--- src/common/snd_pkg.sv ---
// Shared types and constants of the sound board glue, referenced by scoped names from every RTL file
`default_nettype none

package snd_pkg;

    // Sound CPU bus outputs, active high inside the design
    typedef struct packed {
        logic [15:0] addr;
        logic [7:0]  dout;
        logic        mreq;  // Memory cycle active
        logic        wr;    // Write strobe, one cycle
    } cpu_bus_t;

    // One-hot chip selects
    typedef struct packed {
        logic rom;
        logic ram;
        logic latch0;
        logic latch1;
        logic fm;
        logic pcm;
        logic bank;
        logic rate;
    } sel_t;

    // Program ROM request
    typedef struct packed {
        logic [15:0] addr;
        logic        cs;
    } rom_req_t;

    typedef struct packed {
        logic       start_flag;
        logic [6:0] phrase;
    } pcm_phrase_t;

    typedef struct packed {
        logic [3:0] go;
        logic [3:0] att;    // Right shifts
    } pcm_play_t;

    // Sample player command byte, seen either as phrase select or as play request
    typedef union packed {
        pcm_phrase_t phrase;
        pcm_play_t   play;
    } pcm_cmd_u;

    localparam int FM_DIV       = 14;      // clk cycles per tone enable
    localparam int PCM_DIV      = 48;      // clk cycles per sample enable
    localparam int PHRASE_SHIFT = 11;      // Phrase number position in sample ROM address
    localparam logic [7:0] PCM_END = 8'h80;

endpackage

`default_nettype wire

--- src/hdl/snd_din_mux.sv ---
// Read data path back to the sound CPU, registered in two stages
`default_nettype none

module snd_din_mux (
    input  logic          clk,
    input  snd_pkg::sel_t sel,
    input  logic [7:0]    latch0,
    input  logic [7:0]    latch1,
    input  logic [7:0]    fm_dout,
    input  logic [7:0]    pcm_dout,
    input  logic [7:0]    ram_dout,
    input  logic [7:0]    rom_data,
    output logic [7:0]    cpu_din
);

    logic [7:0] dev_q, latch_q, mem_q;
    logic       dev_v, latch_v, mem_v;

    // First stage narrows each group to one byte
    always_ff @(posedge clk) begin
        dev_q   <= sel.fm ? fm_dout : pcm_dout;
        dev_v   <= sel.fm | sel.pcm;
        latch_q <= sel.latch0 ? latch0 : latch1;
        latch_v <= sel.latch0 | sel.latch1;
        mem_q   <= sel.ram ? ram_dout : rom_data;
        mem_v   <= sel.ram | sel.rom;
    end

    // Second stage, device wins over latch over memory
    always_ff @(posedge clk) begin
        if (dev_v)
            cpu_din <= dev_q;
        else if (latch_v)
            cpu_din <= latch_q;
        else if (mem_v)
            cpu_din <= mem_q;
        else
            cpu_din <= 8'hff;   // Open bus
    end

endmodule

`default_nettype wire

--- config.mk ---
export PLATFORM = sky130hd
export DESIGN_NAME = snd_din_mux
export DESIGN_NICKNAME = d
export VERILOG_FILES = /design/src/common/snd_pkg.sv /design/src/hdl/snd_din_mux.sv
export SDC_FILE = /design/constraint.sdc
export NUM_CORES = 1
export LEC_CHECK = 0
export BUFFER_PORTS_ARGS = -buffer_cell sky130_fd_sc_hd__buf_2
export CORE_MARGIN = 2
export CORE_UTILIZATION = 44
export CTS_CLUSTER_SIZE = 16
export DETAILED_ROUTE_END_ITERATION = 7
export PLACE_DENSITY = 0.77
export SLEW_MARGIN = 20
export SYNTH_ARGS = -nofsm -noshare
export SYNTH_HDL_FRONTEND = slang
export SYNTH_SLANG_ARGS = --single-unit
--- constraint.sdc ---
create_clock -name clk -period 1.1 [get_ports clk]
set_input_delay 0.055 -clock clk [delete_from_list [all_inputs] [get_ports clk]]
set_output_delay 0.055 -clock clk [all_outputs]
set_load 0.02 [all_outputs]
# Word-level counts from Yosys, hierarchy flattened
# Index checks and enable logic that the tools add are counted.
# word_totals
regBits	35
inputBits	57
output_inout_bits	8
wordCells	16
# op_classes
n_mux	6
bitwise_logic	3
# op_table
cell	count
8-bit two-way mux	6
1-bit bitwise OR	3

# Depth between registers and ports, before layout
# logic_depth
depth_word	3
depth_mapped	4
depth_no_buf	2

# Worst setup path before layout
# OpenSTA, ideal clock, no wires.
# synth_timing
kind	register -> register
startpoint	reg dev_v
endpoint	reg cpu_din[5]
setup_ps	84
arrival_ps	791
required_ps	1016
path_slack_ps	224
path_stages_with_launch	4
n_path_buf	2
period_less_slack_ps	876
path_cell_list	dfxtp_1 buf_6 buf_2 o31ai_2
# synth_between
elab_chain_len	1
# synth_rtl
item	line	source
start, declared	snd_din_mux.sv:17	logic dev_v, latch_v, mem_v;
start signal, assigned	snd_din_mux.sv:22	dev_v <= sel.fm | sel.pcm;
8-bit two-way mux	snd_din_mux.sv:31	if (dev_v)
end signal, assigned	snd_din_mux.sv:32	cpu_din <= dev_q;
end signal, assigned	snd_din_mux.sv:34	cpu_din <= latch_q;
end signal, assigned	snd_din_mux.sv:36	cpu_din <= mem_q;
end, declared	snd_din_mux.sv:13	output logic [7:0] cpu_din
# Every way passes these cells.

# Worst setup path in the final report
# layout_timing
startpoint	reg latch_v
endpoint	reg cpu_din[6]
# layout_between
elab_chain_len	2
# layout_rtl
item	line	source
start, declared	snd_din_mux.sv:17	
start signal, assigned	snd_din_mux.sv:24	latch_v <= sel.latch0 | sel.latch1;
8-bit two-way mux	snd_din_mux.sv:33	else if (latch_v)
8-bit two-way mux	snd_din_mux.sv:31	
# Every way passes these cells.

==> metrics.csv <==
metric,value,unit
outcome,"complete, but fails checks",
failing checks,DRC,
#FFs+latches synth,35,
number of DRC markers in iteration 0,14,
Synth top cells by count,"35 x dfxtp_1, 24 x mux2_1",
type of origin of the critical path,flip-flop,
minimum clock period,0.961,ns
worst skew pair latency,0.33,ns
number of synthesized flops with an enable pin,0,
Via Count,1148,
slew at the pin closest to its max-slew limit,0.378,ns
Hold Fails Final Rpt,0,
clock root buffer,clkbuf_4,
Synth async-reset ratio,0,%
Clock Skew,0.00617,ns
Power Dens Cells,1210,nW/um^2
TritonCTS clock tree,built,
post-DR wirelength/cell,13.2,um
worst endpoint required time,1.32,ns
sequential cell area,702,um^2
initial antenna violation count,0,
post-synthesis net count,157,
H-tree depth,2,
Hold WC Path Type,primary input to flip-flop,
n_diodes,0,
post-synth top area cell,dfxtp_1,
register area share after synthesis,53.4,%
Die ar.,3440,um^2
Clock transition at path regs,0.09,ns
vias in the first global route,1164,
nets@finish,272,
Die W,58.6,um
Synth Warn #,0,
CP Capture Type,flip-flop,
RR Startpoint,latch_v,
Vias per Instance,4.65,
Detailed Routing Iterations Pass 1,6,
Setup crit start,latch_v,
Layout Cells excl Fill,247,
# rows,19,
final period utilization,87.3,%
Port Buffers,62,
count of final max-slew check failures,0,
Finished Cell Area,2220,um^2
gate count after technology mapping,100,
Post-route DRC,3,
# IOs,65,
RSZ-0062 raised after global routing,false,
Setup TNS Final,0,ns
WS Path Type,flip-flop to flip-flop,
synth top area cells,"dfxtp_1 53%, mux2_1 21%, nor3b_2 7.6%, o31ai_2 7.6%, nor2b_1 3.8%",
Placer Congestion,0.709,
most common cell in the netlist,dfxtp_1,
layout cells sized above 1,40.3,%
Worst VDD drop,741,uV
Fill cells,157,
footprint of the multi-input gates,569,um^2
post-synth cell types,9,
Starting Density,46.8,%
CP Data Arrival Time,1.18,ns
Core Region,2810,um^2
Total GRT Usage,20.7,%
first-pass GRT wire length,4990,um
Worst Path Max Fanout,16,
Overflow after GRT,0,
Max Clock Freq,1040,MHz
post-route ant nets,0,
max_slew headroom,74.8,%
Chip Height,58.6,um
Synth top area share,53.4,%
Mapped Area,1310,um^2
"Top FF cell, synth",dfxtp_1,
total CTS buffers,5,
post-placement setup slack,0.0440,ns
Layout area overhead,69.1,%
largest net degree at the start of global routing,17,
# setup viols final,0,
max cap viols,0,
Routed WL,3270,um
Detail Placement HPWL,1880,um
DP Area,1640,um^2
Inst Count DP,188,
Max Root-Sink Buffers,2,
Hold Startpoint,sel[5],
fin worst setup slack,0.139,ns
Syn Area/Cell,13.1,um^2
leakage,0.996,nW
CTS Sinks,35,
logic make-up after synthesis:
logic type,Yosys count,synth area share (%)
AO/OA/AOI/OAI,8,7.63
buffers and inverters,6,3.24
flip-flops,35,53.4
multiplexers,24,20.6
AND/OR/NAND/NOR,27,15.2
sequential cells by signal, indices dropped and copies added (netlist names):
register and count:
mem_q 8, latch_q 8, latch_v 1, mem_v 1, dev_q 8, dev_v 1
cpu_din 8
placed cells by master (no fill, tap or decap), drive strengths merged:
cell         synthesis  layout
dfxtp               35      35
nor2b                8       8
o31ai                8       8
nor3b                8       8
dlygate4sd3          0      51
mux2                24      24
buf                  6      63
clkbuf               0       8
nand2                8       8
or2                  3       3
critical path, stage by stage, from the launching register on:
cell     delay [ns]
dfxtp_1        0.36
buf_12         0.15
nor2b_1        0.26
o31ai_2        0.08
layout make-up:
| type | count | area share, % |
|---|---|---|
| repair buffers | 114 | 37.9 |
| flip-flops and latches | 35 | 31.6 |
| clock buffers | 8 | 3.10 |
| multi-input cells | 59 | 25.6 |
| well taps | 31 | 1.75 |
stage by stage:
step / utilization [%] / power, W / hold slack (ns)
final: 79.1 / 0.00268 / 0.0695
after CTS: 79.1 / 0.00269 / 0.0666
after global placement: 58.4 / 0.00178 / 0.234
after global routing: 79.1 / 0.00281 / 0.0591
after detailed placement: 58.4 / 0.00179 / 0.240
after floorplan: - / 0.00165 / 0.152
path summary, 6_finish.rpt:
kind / depth (start not counted) / end / slack, ns
worst max-delay path: 3 / cpu_din[6] / 0.14
worst min register to register: 2 / cpu_din[6] / 0.45
worst min-delay path: 2 / latch_v / 0.07
worst max register to register: 3 / cpu_din[6] / 0.14
repair_timing:
| item | in CTS | in global routing |
|---|---|---|
| buffers inserted | 0 | 0 |
| endpoints found under the setup margin | 0 | 8 |
| gates resized for setup | 0 | 1 |
| hold buffers | 51 | 0 |
| endpoints found under the hold margin | 27 | 0 |
power by group:
group / switching, W / total (W) / internal, W
registers: 0.0000505 / 0.00143 / 0.00138
clock network: 0.000391 / 0.000767 / 0.000376
logic: 0.000180 / 0.000487 / 0.000307
total: 0.000621 / 0.00268 / 0.00206
routing by layer:
metal	track usage [%]	share of wire (%)	vias up
met3	8.79	6.4	8
met4	6.82	1.7	0
met1	20.2	38	523
met5	0	0	-
met2	38.8	54	43
li1	-	-	574
(Power assumes the default switching activity.)
