$ cat config.mk
export PLATFORM = sky130hd
export DESIGN_NAME = snd_cen
export DESIGN_NICKNAME = d
export VERILOG_FILES = /design/src/common/snd_pkg.sv /design/src/hdl/snd_cen.sv
export SDC_FILE = /design/constraint.sdc
export NUM_CORES = 1
export LEC_CHECK = 0
export BUFFER_PORTS_ARGS = -buffer_cell sky130_fd_sc_hd__buf_2
export CAP_MARGIN = 0
export CORE_MARGIN = 3
export CORE_UTILIZATION = 40
export CTS_BUF_LIST = sky130_fd_sc_hd__clkbuf_8
export DETAILED_ROUTE_END_ITERATION = 6
export GPL_TIMING_DRIVEN = 0
export REMOVE_ABC_BUFFERS = 1
export SYNTH_ARGS = -nofsm -noshare
export SYNTH_HDL_FRONTEND = slang
export SYNTH_SLANG_ARGS = --single-unit
$ cat constraint.sdc
create_clock -name clk -period 2.26 [get_ports clk]
set_clock_uncertainty 0.15 [all_clocks]
set_input_delay 0.226 -clock clk [delete_from_list [all_inputs] [get_ports clk]]
set_output_delay 0.226 -clock clk [all_outputs]
set_load 0.05 [all_outputs]
$ cat src/common/snd_pkg.sv
// Shared types and constants of the sound board glue, referenced by scoped names from every RTL file
`default_nettype none

package snd_pkg;

    // Sound CPU bus outputs, active high inside the design
    typedef struct packed {
        logic [15:0] addr;
        logic [7:0]  dout;
        logic        mreq;  // Memory cycle active
        logic        wr;    // Write strobe, one cycle
    } cpu_bus_t;

    // One-hot chip selects
    typedef struct packed {
        logic rom;
        logic ram;
        logic latch0;
        logic latch1;
        logic fm;
        logic pcm;
        logic bank;
        logic rate;
    } sel_t;

    // Program ROM request
    typedef struct packed {
        logic [15:0] addr;
        logic        cs;
    } rom_req_t;

    typedef struct packed {
        logic       start_flag;
        logic [6:0] phrase;
    } pcm_phrase_t;

    typedef struct packed {
        logic [3:0] go;
        logic [3:0] att;    // Right shifts
    } pcm_play_t;

    // Sample player command byte, seen either as phrase select or as play request
    typedef union packed {
        pcm_phrase_t phrase;
        pcm_play_t   play;
    } pcm_cmd_u;

    localparam int FM_DIV       = 14;      // clk cycles per tone enable
    localparam int PCM_DIV      = 48;      // clk cycles per sample enable
    localparam int PHRASE_SHIFT = 11;      // Phrase number position in sample ROM address
    localparam logic [7:0] PCM_END = 8'h80;

endpackage

`default_nettype wire

$ cat src/hdl/snd_cen.sv
// Clock enable generator, divides clk down to the tone and sample enables
`default_nettype none

module snd_cen (
    input  logic clk,
    input  logic rst,
    output logic cen_fm,
    output logic cen_pcm
);

    logic [5:0] div_last [2];   // 6 bits cover both dividers
    logic [5:0] cnt      [2];
    logic [1:0] cen;

    assign div_last[0] = 6'(snd_pkg::FM_DIV - 1);
    assign div_last[1] = 6'(snd_pkg::PCM_DIV - 1);

    for (genvar i = 0; i < 2; i++) begin : g_div
        always_ff @(posedge clk or posedge rst) begin
            if (rst) begin
                cnt[i] <= '0;
                cen[i] <= 1'b0;
            end else begin
                cen[i] <= cnt[i] == div_last[i];   // One-cycle pulse on wrap
                cnt[i] <= (cnt[i] == div_last[i]) ? 6'd0 : cnt[i] + 6'd1;
            end
        end
    end

    assign cen_fm  = cen[0];
    assign cen_pcm = cen[1];

endmodule

`default_nettype wire

# After elaboration in Yosys (flattened, before gate mapping)
# Index checks and enable logic that the tools add are counted.
[op_classes] n_addsub=2 n_eq_ne=2 muxes=2
[ops] operator="$add 6x1->6 const B" count=2
[ops] operator="$mux 6" count=2
[ops] operator="$eq 6x4->1 const B" count=1
[ops] operator="$eq 6x6->1 const B" count=1
[word_totals] regBits=14 input_bits=2 output_inout_bits=2

# Depth between registers and ports, before layout
[logic_depth] ltp_word=2 mapped_depth=4 mapped_depth_nobuf=4

# Least setup slack after synthesis
# No wires, ideal clock.
[synth_timing] path_type="reg-to-reg" startpoint="register cnt[0] in the netlist's numbering" endpoint="register cnt[3] in the netlist's numbering" setup_time_ns=0.131 arrival_time_ns=1.034 setup_slack_ns=0.945 stages_incl_launch_ff=5 path_buffers=0 period_less_slack_ns=1.315 path_cell_list="dfrtp_1 ha_1 nand3_1 nor3b_1 nor2_1"
[synth_via] elab_chain_cells=2 word_cells_on_any_way=3 classes_between="add/sub: 1; eq/ne: 1; mux: 1"
[synth_rtl] item="start, declared" line_no="snd_cen.sv:12" rtl="logic [5:0] cnt [2];"
[synth_rtl] item="start signal, assigned by index" line_no="snd_cen.sv:25" rtl="cnt[i] <= (cnt[i] == div_last[i]) ? 6'd0 : cnt[i] + 6'd1;"
[synth_rtl] item="$add 6x1->6 or $eq 6x6->1 (tied branches)" line_no="snd_cen.sv:25"
[synth_rtl] item="$mux 6 *" line_no="snd_cen.sv:25"
# Mark *: on every way between the ends. The rest lies on a longest branch, timed or not.

# Final worst setup path
# Ends and elaborated chain as after synthesis.

==> out/results.ini <==
[clock_tree]
clkLatencyLatePin_ns = 0.24
cts_tree = yes
clk_pin_slew_ns = 0.05
cts_buffer_depth = 2
clock-sinks = 14
ctsResizeCount = 0
root_buffer = clkbuf_8
htreeDepth = 1
numCtsBuffers = 3

[job]
max_cap_viol_count = 0

[power]
power_frac_seq = 0.552
p_sw_w = 0.0000840
clockPowerShare = 0.433
power_leakage_nw = 0.340
power_density_nw_per_um2 = 668
max-vdd-ir-drop_mv = 0.328
internal_power_w = 0.000370
power.total_w = 0.000454
pwr-share-comb = 0.015
switching_share = 0.185

[min_path]
whs_path_depth = 1
hold_path.class = reg -> reg

[final_layout]
syn2layout_area_growth_pct = 14.3
multi_input_comb_area_um2 = 233
drive_above_1_share = 0.138
n_antenna_cell = 0
regArea_um2 = 350
num-nets-final = 65
final_cell_area_um2 = 679
fill_cells = 119

[placement]
portBuffers = 3
dpl_cell_area_um2 = 628
gp_congestion = 0.724

[worst_setup_path]
critPathKind = reg -> reg
startpoint_type = flip-flop
crit_chain = ha_1, nand3_1, nor3b_1, nor2_1
cp_max_fo = 4
reg2reg_depth = 4
required_ns = 2.22
worst_path_max_delay_cell = dfrtp_1
crit_arrival_ns = 1.46
max_stage_delay_ns = 0.38
cp-end-kind = flip-flop

[synthesis]
syn_area_per_cell_um2 = 11.7
synth_cell_type_count = 16
synth_seq_cells = 14
synth_area_um2 = 594
yosysSeqAreaShare = 0.589
synth_xor_area_frac = 0.0737
synth_top_family_by_area = simple AND/OR/NAND/NOR gates
syn_inst = 51
synth-compound-area-share = 0.0295
ys_warn_count = 0
synth_fa_ha_area_frac = 0.0632
synthSimpleGateAreaFrac = 0.206
synthMuxAreaShare = 0.0189

[die]
die_h_um = 44.5
rows = 13
io-pin-count = 4
fp.coreArea_um2 = 1350
dieArea_um2 = 1980
start_util = 0.440
dieWidth_um = 44.5

[grt]
antenna_found_initial = 0
grt_pass1_wl_um = 1370
grt_overflow = 0
grt_pass1_vias = 331
grt_max_degree = 15
grt_usage = 0.0989

[timing]
max_freq_mhz = 670
holdWs_ns = 0.337
period_share = 0.661
slew_violations = 0
worstMarginPinSlew_ns = 0.511
fin_crit_ns = 1.49
setup_viol = 0
slew_headroom = 0.659
rsz0062_at_grt = no
final-hold-violation-count = 0
fin_setup_tns_ns = 0

[route]
vias = 357
wl_um = 825
routedWlPerCell_um = 11.3
vias_per_cell = 4.89
top_layer = met4
wl_met1_um = 442
dr.first_iter.drc_count = 4
drc = 0
wl_met2_um = 335
firstDrtPassIters = 2
met3WireLength_um = 32
ant_nets = 0

[run_status]
status = finished, final reports clean

path summary, 6_finish.rpt:
check	from	to	slack (ns)
hold / removal	cnt[0]$_DFF_PP0_	cnt[0]$_DFF_PP0_	0.34
max in group asynchronous	rst	cnt[10]$_DFF_PP0_	1.21
setup / recovery	cnt[0]$_DFF_PP0_	cnt[3]$_DFF_PP0_	0.77
min in group asynchronous	rst	cen_pcm$_DFF_PP0_	0.41
setup reg to reg	cnt[0]$_DFF_PP0_	cnt[3]$_DFF_PP0_	0.77
hold reg to reg	cnt[0]$_DFF_PP0_	cnt[0]$_DFF_PP0_	0.34
cell usage in the layout (no fill, tap or decap):
cell / n
dfrtp_1: 14
dlygate4sd3_1: 1
nor4b_4: 1
xor2_1: 3
or4b_1: 1
a21oi_1: 1
buf_2: 3
nor3_1: 1
a21o_1: 1
inv_1: 3
nor2_1: 8
xnor2_1: 2
clkbuf_8: 3
nand2_1: 3
ha_1: 3
nand3_1: 7
nor3b_1: 1
o21ai_0: 1
mux2_2: 1
cell type report:
cell class / count / area share
timing repair buffer: 4 / 0.0368
sequential: 14 / 0.516
clock buffer: 3 / 0.0608
tap: 15 / 0.0276
inverter: 3 / 0.0166
multi-input combinational: 34 / 0.343
power by group through the flow:
stage | registers, W | logic (W) | clock network, W
after floorplan | 0.000255 | 0.00000380 | 0
after global placement | 0.000255 | 0.00000583 | 0
after detailed placement | 0.000255 | 0.00000580 | 0
after CTS | 0.000251 | 0.00000710 | 0.000197
after global routing | 0.000251 | 0.00000789 | 0.000210
final | 0.000251 | 0.00000666 | 0.000197
cells in the mapped netlist:
cell	n	area share
dfrtp_1	14	0.59
nor2_1	8	0.051
nand3_1	7	0.059
ha_1	3	0.063
inv_1	3	0.019
nand2_1	3	0.019
xor2_1	3	0.044
xnor2_1	2	0.029
a21o_1	1	0.013
a21oi_1	1	0.0084
mux2_2	1	0.019
nor3_1	1	0.0084
nor3b_1	1	0.013
nor4b_4	1	0.040
o21ai_0	1	0.0084
or4b_1	1	0.017
logic make-up after synthesis:
logic type      count (synthesis)
simple gates                   22
buf+inv                         3
xor+xnor                        5
fa+ha+maj                       3
compound gates                  3
flops                          14
mux                             1
worst max-delay path: cells and delay by family, from the launching register on:
family / cells / cell delay, ns
adders and majority gates: 1 / 0.23
DFF: 1 / 0.38
and+or+nand+nor: 3 / 0.61
routing by layer:
| layer | global-route usage | up-vias |
|---|---|---|
| li1 | - | 186 |
| met1 | 0.136 | 163 |
| met2 | 0.123 | 6 |
| met3 | 0.0244 | 2 |
| met4 | 0.0904 | 0 |
| met5 | 0 | - |
sequential cells by signal, indices dropped and copies added, names as in the netlist:
signal and count:
cnt 12, cen_fm 1, cen_pcm 1
through the flow:
step	cells	setup slack, ns	utilization
floorplan	51	0.945	-
global placement	69	0.811	0.465
detailed placement	69	0.791	0.465
CTS	73	0.769	0.503
global route	73	0.702	0.503
finish	73	0.767	0.503
repair_timing:
item                                   4_1_cts  5_1_grt
endpoints found under the hold margin       14        0
hold buffers                                 1        0
buffers inserted                             0        0
Power figures use the tool's default switching activity.
