File: src/common/snd_pkg.sv
// Shared types and constants of the sound board glue, referenced by scoped names from every RTL file
`default_nettype none

package snd_pkg;

    // Sound CPU bus outputs, active high inside the design
    typedef struct packed {
        logic [15:0] addr;
        logic [7:0]  dout;
        logic        mreq;  // Memory cycle active
        logic        wr;    // Write strobe, one cycle
    } cpu_bus_t;

    // One-hot chip selects
    typedef struct packed {
        logic rom;
        logic ram;
        logic latch0;
        logic latch1;
        logic fm;
        logic pcm;
        logic bank;
        logic rate;
    } sel_t;

    // Program ROM request
    typedef struct packed {
        logic [15:0] addr;
        logic        cs;
    } rom_req_t;

    typedef struct packed {
        logic       start_flag;
        logic [6:0] phrase;
    } pcm_phrase_t;

    typedef struct packed {
        logic [3:0] go;
        logic [3:0] att;    // Right shifts
    } pcm_play_t;

    // Sample player command byte, seen either as phrase select or as play request
    typedef union packed {
        pcm_phrase_t phrase;
        pcm_play_t   play;
    } pcm_cmd_u;

    localparam int FM_DIV       = 14;      // clk cycles per tone enable
    localparam int PCM_DIV      = 48;      // clk cycles per sample enable
    localparam int PHRASE_SHIFT = 11;      // Phrase number position in sample ROM address
    localparam logic [7:0] PCM_END = 8'h80;

endpackage

`default_nettype wire

File: src/hdl/snd_map.sv
// Sound CPU address decoder, builds chip selects and the program ROM address, holds bank and rate
`default_nettype none

module snd_map (
    input  logic              clk,
    input  logic              rst,
    input  snd_pkg::cpu_bus_t cpu,
    output snd_pkg::sel_t     sel,
    output snd_pkg::rom_req_t rom,
    output logic              rate
);

    logic bank;

    always_comb begin
        sel = '0;
        rom = '0;
        if (cpu.mreq) begin
            casez (cpu.addr[15:12])
                4'b0???: begin  // Fixed ROM area
                    sel.rom  = 1'b1;
                    rom.cs   = 1'b1;
                    rom.addr = {1'b0, cpu.addr[14:0]};
                end
                4'b10??: begin  // Banked window
                    sel.rom  = 1'b1;
                    rom.cs   = 1'b1;
                    rom.addr = {1'b1, bank, cpu.addr[13:0]};
                end
                4'hd: sel.ram = 1'b1;
                4'hf: begin
                    // I/O page, registers on odd/even pairs
                    case (cpu.addr[3:1])
                        3'd0:    sel.fm     = 1'b1;
                        3'd1:    sel.pcm    = 1'b1;
                        3'd2:    sel.bank   = 1'b1;
                        3'd3:    sel.rate   = 1'b1;
                        3'd4:    sel.latch0 = 1'b1;
                        3'd5:    sel.latch1 = 1'b1;
                        default: ;      // Unmapped, reads FF
                    endcase
                end
                default: ;
            endcase
        end
    end

    always_ff @(posedge clk or posedge rst) begin
        if (rst) begin
            bank <= 1'b0;
            rate <= 1'b0;
        end else begin
            if (sel.bank && cpu.wr) bank <= cpu.dout[0];
            if (sel.rate && cpu.wr) rate <= cpu.dout[0];
        end
    end

endmodule

`default_nettype wire

File: config.mk
export PLATFORM = sky130hd
export DESIGN_NAME = snd_map
export DESIGN_NICKNAME = d
export VERILOG_FILES = /design/src/common/snd_pkg.sv /design/src/hdl/snd_map.sv
export SDC_FILE = /design/constraint.sdc
export NUM_CORES = 1
export LEC_CHECK = 0
export BUFFER_PORTS_ARGS = -buffer_cell sky130_fd_sc_hd__buf_2
export CAP_MARGIN = 15
export CORE_AREA = 3 3 40 42
export CTS_CLUSTER_DIAMETER = 120
export DETAILED_ROUTE_END_ITERATION = 7
export DIE_AREA = 0 0 43 45
export PLACE_DENSITY = 0.71
export SKIP_LAST_GASP = 1
export SLEW_MARGIN = 10
export SYNTH_ARGS = -nofsm -noshare
export SYNTH_HDL_FRONTEND = slang
export SYNTH_SLANG_ARGS = --single-unit
File: constraint.sdc
create_clock -name clk -period 1 [get_ports clk]
set_input_delay 0.15 -clock clk [delete_from_list [all_inputs] [get_ports clk]]
set_output_delay 0.15 -clock clk [all_outputs]
set_load 0.02 [all_outputs]
Yosys cells after proc, flatten, opt, wreduce, memory -nomap -nowiden

Index checks and enable logic that the tools add are counted.

Bits of input ports: 28
Output and inout bits: 26
Logic and storage cells: 27
Register bits: 2

Reduce and logical (&&, ||, !) cells: 4
Equal/unequal tests: 8
Muxes and demuxes: 12
Bitwise operators: 1

Operators with widths:

| cell               | count |
|---|---|
| $pmux 17 s2        | 1 |
| $mux 17            | 1 |
| $eq 4x4->1 const B | 2 |
| $mux 1             | 8 |
| $mux 8             | 1 |
| $eq 3x2->1 const B | 2 |
| $eq 3x3->1 const B | 2 |
| $mux 6             | 1 |
| $eq 3x1->1 const B | 1 |
| $logic_not 3->1    | 1 |
| $eq 2x2->1 const B | 1 |
| $logic_and 1x1->1  | 2 |
| $reduce_or 2->1    | 1 |
| $not 1->1          | 1 |

Depth between registers and ports, before layout

Depth in word-level cells: 5
Mapped depth: 3
Depth with buffers taken out: 3

Least setup slack after synthesis

Ideal clock, no wire load.

Kind: input -> output
Start: input port cpu[22] in the netlist's numbering
End: output port sel[4] in the netlist's numbering
Buffers on the path: 0
Path slack: -453 ps
Stages on the path: 3
Arrival time: 1303 ps
Cells stage by stage: nand4_2 or2_1 nor4b_1

RTL lines:

| element         | line         | RTL |
|---|---|---|
| start, declared | snd_map.sv:7 | `input snd_pkg::cpu_bus_t cpu,` |
| end, declared   | snd_map.sv:8 | `output snd_pkg::sel_t sel,` |

==> results.py <==
metrics = {
    "synth": {
        "synth_edf_count": 0,
        "syn_avg_cell_area_um2": 7.51,
        "synth_ff_type": "dfrtp_1",
        "syn_nets": 69,
        "synth_seq_area_share": 0.163,
        "synthCells": 41,
        "ys_async_sr_fraction": 1.00,
        "synth_cell_types": 17,
        "ys_warn_count": 0,
        "ys_ff_latch": 2,
        "syn_area_um2": 308,
    },
    "die": {
        "start_util": 0.240,
        "die_w_um": 43,
        "placement_rows": 13,
        "ios": 54,
        "fp.dieH_um": 45,
        "core_area_mm2": 0.00128,
        "die-area_mm2": 0.00194,
    },
    "timing": {
        "finalMaxSlewViolations": 0,
        "skew_ps": 0,
        "fin_crit_sh": 1.20,
        "setup_viol": 26,
        "timing.fmax_ghz": 0.831,
        "setup_ws_ps": -203,
        "setup_tns_ps": -3650,
        "slew-limit-headroom": 0.841,
        "tightestPinTransition_ps": 236,
        "hold_viol": 0,
        "rsz0062_at_grt": "yes",
        "period_needed_ps": 1200,
    },
    "route": {
        "post-route-drc-count": 0,
        "vias": 560,
        "met2_length_um": 999,
        "routed_wl_um": 1670,
        "dr.pass1.iters": 2,
        "wl_met1_um": 549,
        "post_drt_wl_per_cell_um": 13.7,
        "highest_layer": "met4",
        "wl_met3_um": 105,
        "drt_iter0_markers": 2,
        "viasPerCell": 4.59,
        "ant_nets": 0,
    },
    "critical_path": {
        "r2r_start": "bank",
        "worst_ep_required_time_ps": 850,
        "cp_max_fo": 4,
        "rrSetupSlack_ps": 220,
        "rr_endpoint": "bank",
        "cp-start-kind": "primary input",
        "critPathKind": "primary input to primary output",
        "worst-r2r-cell-count": 1,
        "startpoint": "cpu[25]",
        "crit_path_end": "sel[4]",
        "arrival_ps": 1050,
        "cp-end-kind": "primary output",
    },
    "pwr": {
        "p_leak_nw": 0.514,
        "switching_share": 0.351,
        "combPwrFrac": 0.559,
        "internal_power_mw": 0.381,
        "pwr-share-clk": 0.291,
        "irDropWorstVdd_uv": 589,
        "p_seq_frac": 0.150,
        "p_sw_mw": 0.206,
        "p_per_area_mw_per_mm2": 612,
    },
    "job": {
        "maxCapViolations": 0,
    },
    "clocking": {
        "clk-insertion-delay-late_ps": 220,
        "cts.clk_slew.worst_paths_ps": 30,
        "cts_buffers": 3,
        "cts_max_level": 1,
        "tritoncts": "done",
        "max-clock-path-buffers": 2,
        "clock-sinks": 2,
        "clock-root-buffer": "clkbuf_4",
    },
    "global_routing": {
        "grt_pass1_wl_um": 2130,
        "overflow": 0,
        "antenna_found_initial": 0,
        "grt_pass1_vias": 520,
        "grt_max_degree": 17,
        "grt_use_total": 0.149,
    },
    "place": {
        "gp_congestion": 0.693,
        "place_hpwl_um": 1050,
        "port_buffers": 46,
        "dp.cells": 112,
    },
    "worst_hold_path": {
        "hold_class": "primary input to register",
    },
    "finish": {
        "area_growth_pct": 212,
        "instances_no_fill": 122,
        "drive_gt1_frac": 0.841,
        "layout_commonest_cell": "buf_2",
        "nets": 137,
        "final_cell_mix": "buf_2, buf_4, and2_2, buf_6, and2_1",
        "antennaDiodeCount": 0,
    },
    "status": {
        "violations": "setup timing",
        "status": "finished, violations left",
    },
}
## critical path, cell delays in order
cell and delay [ps]:
buf_8 80, nand4_4 90, or2_4 290, nor4b_4 260
buf_4 180
## timing repair
action	4_1_cts	5_1_grt
hold buffers	1	0
pin swaps	7	5
endpoints found under the setup margin	26	26
setup buffers	2	3
resized for setup	20	23
cloned	0	1
endpoints found under the hold margin	2	0
## Yosys cell counts, types with 2 or more instances
cell type | instances | area (um^2)
and2_1 | 14 | 87.6
inv_1 | 4 | 15.0
nor4_1 | 4 | 25.0
dfrtp_1 | 2 | 50.1
mux2_2 | 2 | 22.5
nand3b_1 | 2 | 15.0
nor3_1 | 2 | 10.0
nor4b_1 | 2 | 17.5
## worst min path at each step
stage / startpoint / end / slack (ps) / cells after the start
2_1_floorplan: rst / bank / -110 / 1
3_3_place_gp: rst / bank / -2 / 2
3_5_place_dp: rst / rate / 3 / 2
4_1_cts: cpu[2] / rate / 170 / 2
5_1_grt: cpu[2] / rate / 200 / 2
6_report: cpu[2] / rate / 190 / 2
## cell families after synthesis
group           count (synthesis)  synth area share
mux                             2            0.0732
flops                           2             0.163
simple gates                   29             0.626
compound gates                  2            0.0488
buf+inv                         6            0.0894
## power by group through the flow
| stage | Combinational (mW) | Clock, mW | Sequential [mW] |
|---|---|---|---|
| floorplan | 0.123 | 0 | 0.0902 |
| global placement | 0.252 | 0 | 0.0880 |
| detailed placement | 0.257 | 0 | 0.0883 |
| CTS | 0.287 | 0.179 | 0.0876 |
| global route | 0.349 | 0.179 | 0.0883 |
| finish | 0.328 | 0.171 | 0.0879 |
## per-layer routing
layer | global-route usage | up-vias
met3 | 0.0319 | 2
met5 | 0 | -
met4 | 0.108 | 0
met2 | 0.290 | 26
met1 | 0.134 | 258
li1 | - | 274
## state kept, by name (all words and copies together) (netlist names)
register / count
bank: 1
rate: 1
## area by class of cell
type,count,area [um^2]
clock buffers,3,22.5
fillers,94,325
inverters,4,15.0
multi-input cells,33,384
flip-flops and latches,2,50.0
well taps,15,18.8
repair buffers,65,469
## per-stage QoR
stage / util / instance area, um^2 / hold slack, ps / power, mW / worst slack, ps
2_1_floorplan: - / 393 / -109 / 0.213 / -138
3_3_place_gp: 0.558 / 717 / -1.77 / 0.340 / -298
3_5_place_dp: 0.558 / 717 / 2.54 / 0.345 / -333
4_1_cts: 0.652 / 838 / 174 / 0.554 / -209
5_1_grt: 0.747 / 960 / 197 / 0.617 / -238
6_report: 0.747 / 960 / 186 / 0.587 / -203
Note: power is estimated with default switching activity, not from simulation.
