### config.mk
export PLATFORM = sky130hd
export DESIGN_NAME = snd_mixer
export DESIGN_NICKNAME = d
export VERILOG_FILES = /design/src/hdl/snd_mixer.sv
export SDC_FILE = /design/constraint.sdc
export NUM_CORES = 1
export LEC_CHECK = 0
export ABC_AREA = 0
export BUFFER_PORTS_ARGS = -buffer_cell sky130_fd_sc_hd__buf_2
export CORE_MARGIN = 4
export CORE_UTILIZATION = 48
export CTS_BUF_LIST = sky130_fd_sc_hd__clkbuf_16
export DETAILED_ROUTE_END_ITERATION = 12
export PLACE_DENSITY = 0.77
export SETUP_SLACK_MARGIN = 0.2
export SLEW_MARGIN = 20
export SYNTH_ARGS = -nofsm -noshare
export SYNTH_HDL_FRONTEND = slang
export SYNTH_SLANG_ARGS = --single-unit
### constraint.sdc
create_clock -name clk -period 2.35 [get_ports clk]
set_clock_uncertainty 0.1 [all_clocks]
set_input_delay 0 -clock clk [delete_from_list [all_inputs] [get_ports clk]]
set_output_delay 0 -clock clk [all_outputs]
set_load 0.1 [all_outputs]
### src/hdl/snd_mixer.sv
// Output mixer, adds tone and sample sound per channel and registers the result
`default_nettype none

module snd_mixer (
    input  logic               clk,
    input  logic               enable_fm,
    input  logic               enable_adpcm,
    input  logic signed [15:0] fm_left,
    input  logic signed [15:0] fm_right,
    input  logic signed [13:0] pcm,
    output logic signed [15:0] left,
    output logic signed [15:0] right
);

    function automatic logic signed [15:0] mix(input logic signed [15:0] fm);
        logic signed [15:0] fm_t;
        logic signed [15:0] pcm_t;
        fm_t  = enable_fm ? {fm[15], fm[15:1]} : 16'sd0;             // Half scale
        pcm_t = enable_adpcm ? {pcm[13], pcm, pcm[12]} : 16'sd0;    // Stretch to 16 bits
        return fm_t + pcm_t;
    endfunction

    always_ff @(posedge clk) begin
        left  <= mix(fm_left);
        right <= mix(fm_right);
    end

endmodule

`default_nettype wire

After elaboration in Yosys (flattened, before gate mapping):

Cells that the tools add are included.

* $add $sub $neg: 2
* mux-type cells: 3

Operators by type and width (count)
* 16-bit 2-to-1 mux: 3
* 16-bit adder: 2

* logic and storage cells: 7
* output and inout bits: 32
* bits of input ports: 49
* register bits after elaboration: 32

Longest topological paths before layout:

Gate-level depths: netlist of run 1.

* depth in word-level cells: 2
* gate-level depth with buffers: 13
* gate-level depth less buffers: 10

Worst setup path before layout of run 1:

OpenSTA, ideal clock, no wires.

* path kind: input to register
* from: input enable_fm
* to: register right[14]
* data arrival time: 2267 ps
* data required time: 2118 ps
* setup slack: -149 ps
* setup time: 132 ps
* stages on the path: 10
* buffers on the path: 3
* cells stage by stage: buf_2 -> clkbuf_1 -> clkbuf_1 -> and2_1 -> ha_1 -> a31o_1 -> or4_4 -> a31oi_4 -> o32ai_1 -> xor2_1

* word-level cells in the longest chain between the ends: 2

Ends and longest elaborated chain
* start: declaration: line 6 `input logic enable_fm,`
* 16-bit 2-to-1 mux: line 18 `fm_t = enable_fm ? {fm[15], fm[15:1]} : 16'sd0;`
* 16-bit adder: line 20 `return fm_t + pcm_t;`
* end signal: assignment: line 25 `right <= mix(fm_right);`
* end: declaration: line 12 `output logic signed [15:0] right`

Every way passes these cells.

Worst setup path in the final report of run 1:

* from: input fm_left[1]
* to: register left[11]

* word-level cells in the longest chain between the ends: 2

Ends and longest elaborated chain
* start: declaration: line 8 `input logic signed [15:0] fm_left,`
* 16-bit 2-to-1 mux: line 18
* 16-bit adder: line 20
* end signal: assignment: line 24 `left <= mix(fm_left);`
* end: declaration: line 11 `output logic signed [15:0] left,`

Every way passes these cells.

==> metrics, run 1 <==
status=finished clean; level count of the clock H-tree=2; setup violators final=0; vias per std cell=~5.7; clk root buf=clkbuf_16; Mapped Avg Cell Area=8.07 µm²; total power=2.42 mW; Slew @ Worst Pin=473 ps; total track usage=0.211; Core Area=0.00592 mm²; DRC=0; crit path launch type=input pin; die width=86.3 µm; Util after Layout=0.625; share of layout cells above drive strength 1=0.272; CP endpoint kind=flop; Reg clk slew, reported paths=50 ps; count of different cell masters after synthesis=50; P&R area growth vs syn=25.9%; fmax=474 MHz; vias in the first global route=2746; Filler cells=509; Syn. warnings=0; Worst Path Max Fanout=5; Seq cells post-synth=32; asr flop ratio synth=0; first-pass GRT wire length=12800 µm; min-delay src=fm_right[2]; Leakage=about 1.7 nW; hpwl dp=6120 µm; number of antenna diodes=0; CTS tree=yes; gpl congestion=0.891; Pins Over Slew Limit=0; final worst slack=239 ps; drt initial violations=roughly 160; Port-buffer cells=78; final WL=~8100 µm; deepest clock path buffer count=2; largest net degree at the start of global routing=15; Detail Route Antenna Nets=0; Tmin final=around 2100 ps; pre-CTS setup slack=roughly 46 ps; pwr dens=655 mW/mm²; period utilization=0.898; worst min-delay path category=input pin to flop; drt wl/cell=15.4 µm; WHS=between 30 and 40 ps; Critical Path RT=2450 ps; Hold Crit Depth=3; Mapped Area=0.00294 mm²; Synth Flop Type=dfxtp_1; Hold Vio Cnt, Final=0; total of max-cap violations=0; worst path arrival time=~2200 ps; num rows=28; Die H=86.3 µm; antenna violations before repair=0; peak supply drop=between 0.0005 and 0.0006 V; I/O pin total=81; Hold Path End=right[2]; worst rel slew slack=0.682; DRT Pass-1 Iters=5; Die ar.=0.00744 mm²; critical path class=input pin to flop; Initial Utilization=0.496; RSZ-0062 raised after global routing=true; syn nets=~440; total grt overflow=0; register area share after synthesis=0.218; # clock sinks=32; Setup TNS=0 ps; Via Count=roughly 3000; CTS buffer count=5; nets=between 500 and 600; number of synthesized flops with an enable pin=0; Syn Inst Count=between 300 and 400
-- critical path, stage by stage --
cell and delay [ps]:
dlygate4sd3_1 530, buf_2 120, and2_1 140, ha_2 200, buf_4 140, a31o_2 220, o21ai_2 190, o21ai_1 110
buf_4 170, a41oi_1 250, xnor2_1 140
-- sequential cells by signal, indices dropped and copies added (netlist names) --
name / flops
right: 16
left: 16
-- power breakdown --
| part | switching, mW | leakage (nW) | internal, mW |
|---|---|---|---|
| Sequential | 0.0179 | 0.269 | 0.625 |
| Clock | 0.221 | 0.0738 | 0.380 |
| Combinational | 0.903 | 1.39 | 0.277 |
-- kinds of logic (layout without fill, tap and decap cells) --
family,count (synthesis),in the layout,synth area share
simple gates,131,131,0.258
compound gates,103,103,0.244
xor+xnor,42,42,0.125
flops,32,32,0.218
buf+inv,31,115,0.0485
fa+ha+maj,24,24,0.102
mux,1,1,0.00341
-- cell usage after synthesis, types with 9 or more instances --
cell type / count / area share
clkbuf_1: 10 / 0.013
inv_1: 10 / 0.013
and3_1: 9 / 0.019
nand2_1: 31 / 0.040
buf_2: 9 / 0.015
ha_1: 24 / 0.10
dfxtp_1: 32 / 0.22
nor4bb_1: 15 / 0.051
nand3_1: 13 / 0.022
xor2_1: 11 / 0.033
nor2_1: 12 / 0.015
o21ai_0: 24 / 0.041
xnor2_1: 31 / 0.092
and2_1: 30 / 0.064
a21oi_1: 21 / 0.036
-- metrics by stage --
stage	cell area, µm²	instances
2_1_floorplan	3010	364
3_3_place_gp	3480	512
3_5_place_dp	3480	512
4_1_cts	3640	522
5_1_grt	3700	523
6_report	3700	523
-- final cells by class --
class                      count  area (µm²)  share of cell area
inverter                      10        37.5              0.0101
sequential                    32         641               0.173
tap                           75        93.8              0.0254
timing repair buffer          97         541               0.146
clock inverter                 3        11.3             0.00304
clock buffer                   5         125              0.0338
multi-input combinational    301        2250               0.609
-- cells in the final DEF (no fill, tap or decap), types with 6 or more instances in the layout --
cell type / instances
buf_2: 77
dfxtp_1: 32
nand2_1: 31
xnor2_1: 31
and2_1: 29
o21ai_0: 24
ha_1: 19
a21oi_1: 18
buf_4: 17
nor4bb_1: 15
nand3_1: 13
inv_1: 12
nor2_1: 12
xor2_1: 11
and3_1: 9
o21ai_1: 8
nand4_1: 6
a31oi_1: 6
-- what timing repair did --
action | 4_1_cts | 5_1_grt
buffers inserted | 0 | 1
hold endpoints to repair | 2 | 0
hold buffers | 2 | 0
gates resized for setup | 0 | 11
setup endpoints to repair | 0 | 6
-- worst max path at each step --
stage                            to  cells past startpoint         start  slack [ps]
final                      left[11]                     11    fm_left[1]         240
after CTS                  left[10]                     11    fm_left[1]         240
after floorplan           right[14]                     12     enable_fm          90
after global placement    right[14]                     10  enable_adpcm          90
after detailed placement  right[13]                     12     enable_fm          50
after global routing       left[11]                     11    fm_left[1]         140
-- routing by layer --
| metal | wire (µm) | track usage | vias to the layer above |
|---|---|---|---|
| met5 | 0 | 0 | - |
| met4 | 63 | 0.0411 | 0 |
| met3 | 410 | 0.0409 | 8 |
| met2 | 4030 | 0.359 | 93 |
| met1 | 3560 | 0.278 | 1401 |
| li1 | - | - | 1499 |
No activity file was read; power rests on OpenSTA's default activity.
==> inputs of run 2 (changes only) <==
Settings changed: CORE_UTILIZATION 48 to 53, PLACE_DENSITY 0.77 to 0.81, TNS_END_PERCENT set to 100.
Clock period 2.35 ns to 2.25 ns, I/O delays scaled along.
==> metrics, run 2 (same netlist as run 1, synthesis figures left out) <==
status=finished clean; crit path launch type=input pin; Die H=82.5 µm (-4.4%); total power=2.57 mW (+6.2%); Critical Path RT=2310 ps (-140 ps); period utilization=0.899; fmax=495 MHz; CP endpoint kind=flop; WHS=91.3 ps (+58.3 ps); drt initial violations=199 (+22%); RSZ-0062 raised after global routing=true; worst path arrival time=2080 ps (-130 ps); worst min-delay path category=input pin to flop; total of max-cap violations=0 (unchanged); number of antenna diodes=0 (unchanged); placed cell area=0.00354 mm² (+1.8%); critical path's largest stage delay=590 ps (+60 ps); Tmin final=2020 ps; Worst Path Max Fanout=7 (+2); drt wl/cell=15.7 µm (+2.1%); commonest non-fill, non-tap cells in the layout=77 x buf_2, 32 x dfxtp_1, 31 x nand2_1, 31 x xnor2_1, 28 x and2_1; DRT Pass-1 Iters=5 (unchanged); first-pass GRT wire length=12600 µm (-1.1%); Pins Over Slew Limit=0 (unchanged); CTS buffer count=5 (unchanged); Initial Utilization=0.561 (+0.0647); setup violators final=0 (unchanged); DRC=0 (unchanged); gpl congestion=0.885 (-0.66%); worst rel slew slack=0.665 (-0.0171); Reg clk slew, reported paths=50 ps (about the same); I/O pin total=81 (unchanged); Filler cells=412 (-19%); largest net degree at the start of global routing=20 (+5); Leakage=1.74 nW (+0.46%); level count of the clock H-tree=2 (unchanged); vias in the first global route=2743 (-0.11%); Detail Route Antenna Nets=0 (unchanged); Core Area=0.00524 mm² (-12%); vias per std cell=5.91 (+3.0%); commonest non-fill, non-tap cell in the layout=buf_2; CTS tree=yes; # clock sinks=32 (unchanged); total track usage=0.237 (+0.0268); Critical-path top delay cell=or4_4; total grt overflow=0 (unchanged); # Post-CTS Setup Buffers=0 (unchanged); chain of cells forming the critical path=buf_2 > and2_1 > ha_4 > ha_4 > a31oi_4 > a31oi_1 > or4_4 > a31oi_4 > o32ai_2 > xor2_1; peak supply drop=0.000400 V (-22%); die width=82.5 µm (-4.4%); Largest regs=left (16), right (16); pwr dens=691 mW/mm² (+5.5%); Design Area, Final=0.00372 mm² (+0.61%); antenna violations before repair=0 (unchanged); Slew @ Worst Pin=503 ps (+30.1 ps); Util after Layout=0.711 (+0.0858); final WL=8240 µm (+2.1%); WP buf/inv=1 (-3); Port-buffer cells=78 (unchanged); num rows=26 (-7.1%); Setup TNS=0 ps (unchanged); Via Count=3090 (+3.0%); P&R area growth vs syn=26.7%; CP top delay family=simple AND/OR/NAND/NOR gates; critical path class=input pin to flop; nets=525 (+0.96%); clk root buf=clkbuf_16; Die ar.=0.00680 mm² (-8.6%); share of layout cells above drive strength 1=0.278 (+0.00582); hpwl dp=6240 µm (+1.9%); deepest clock path buffer count=2 (unchanged); Hold Vio Cnt, Final=0 (unchanged)
[run 2: final timing paths]
| path | startpoint | endpoint | depth (start not counted) |
|---|---|---|---|
| setup / recovery | enable_adpcm | right[14] | 10 |
| hold / removal | fm_right[15] | right[14] | 4 |
[run 2: area by class of cell]
type | instances | area [µm²] | area share
well taps | 70 | 87.6 | 0.0235
inverters | 10 | 37.5 | 0.0101
multi-input cells | 301 | 2230 | 0.598
clock inverters | 3 | 15.0 | 0.00403
flip-flops and latches | 32 | 641 | 0.172
clock buffers | 5 | 125 | 0.0336
repair buffers | 102 | 591 | 0.159
[run 2: layer usage]
| metal | routed length (µm) | global-route usage | vias up |
|---|---|---|---|
| met5 | 0 | 0 | - |
| li1 | - | - | 1512 |
| met1 | 3600 | 0.312 | 1410 |
| met3 | 638 | 0.0445 | 15 |
| met4 | 152 | 0.0664 | 0 |
| met2 | 3850 | 0.394 | 153 |
[run 2: metrics by stage]
step                instances  setup slack, ps
finish                    523              228
global route              523              183
CTS                       523              224
detailed placement        513            -41.1
floorplan                 364            -10.6
global placement          513            -16.4
[run 2: timing repair]
item	in CTS	in global routing
endpoints found under the setup margin	0	9
endpoints found under the hold margin	2	0
gates resized for setup	0	6
hold buffers	2	0
[run 2: power by group]
group          internal (mW)  leakage (nW)  switching, mW  total, mW
Clock                  0.402        0.0687          0.258      0.659
Sequential             0.653         0.269         0.0177      0.670
Combinational          0.298          1.40          0.945       1.24
Total                   1.35          1.74           1.22       2.57
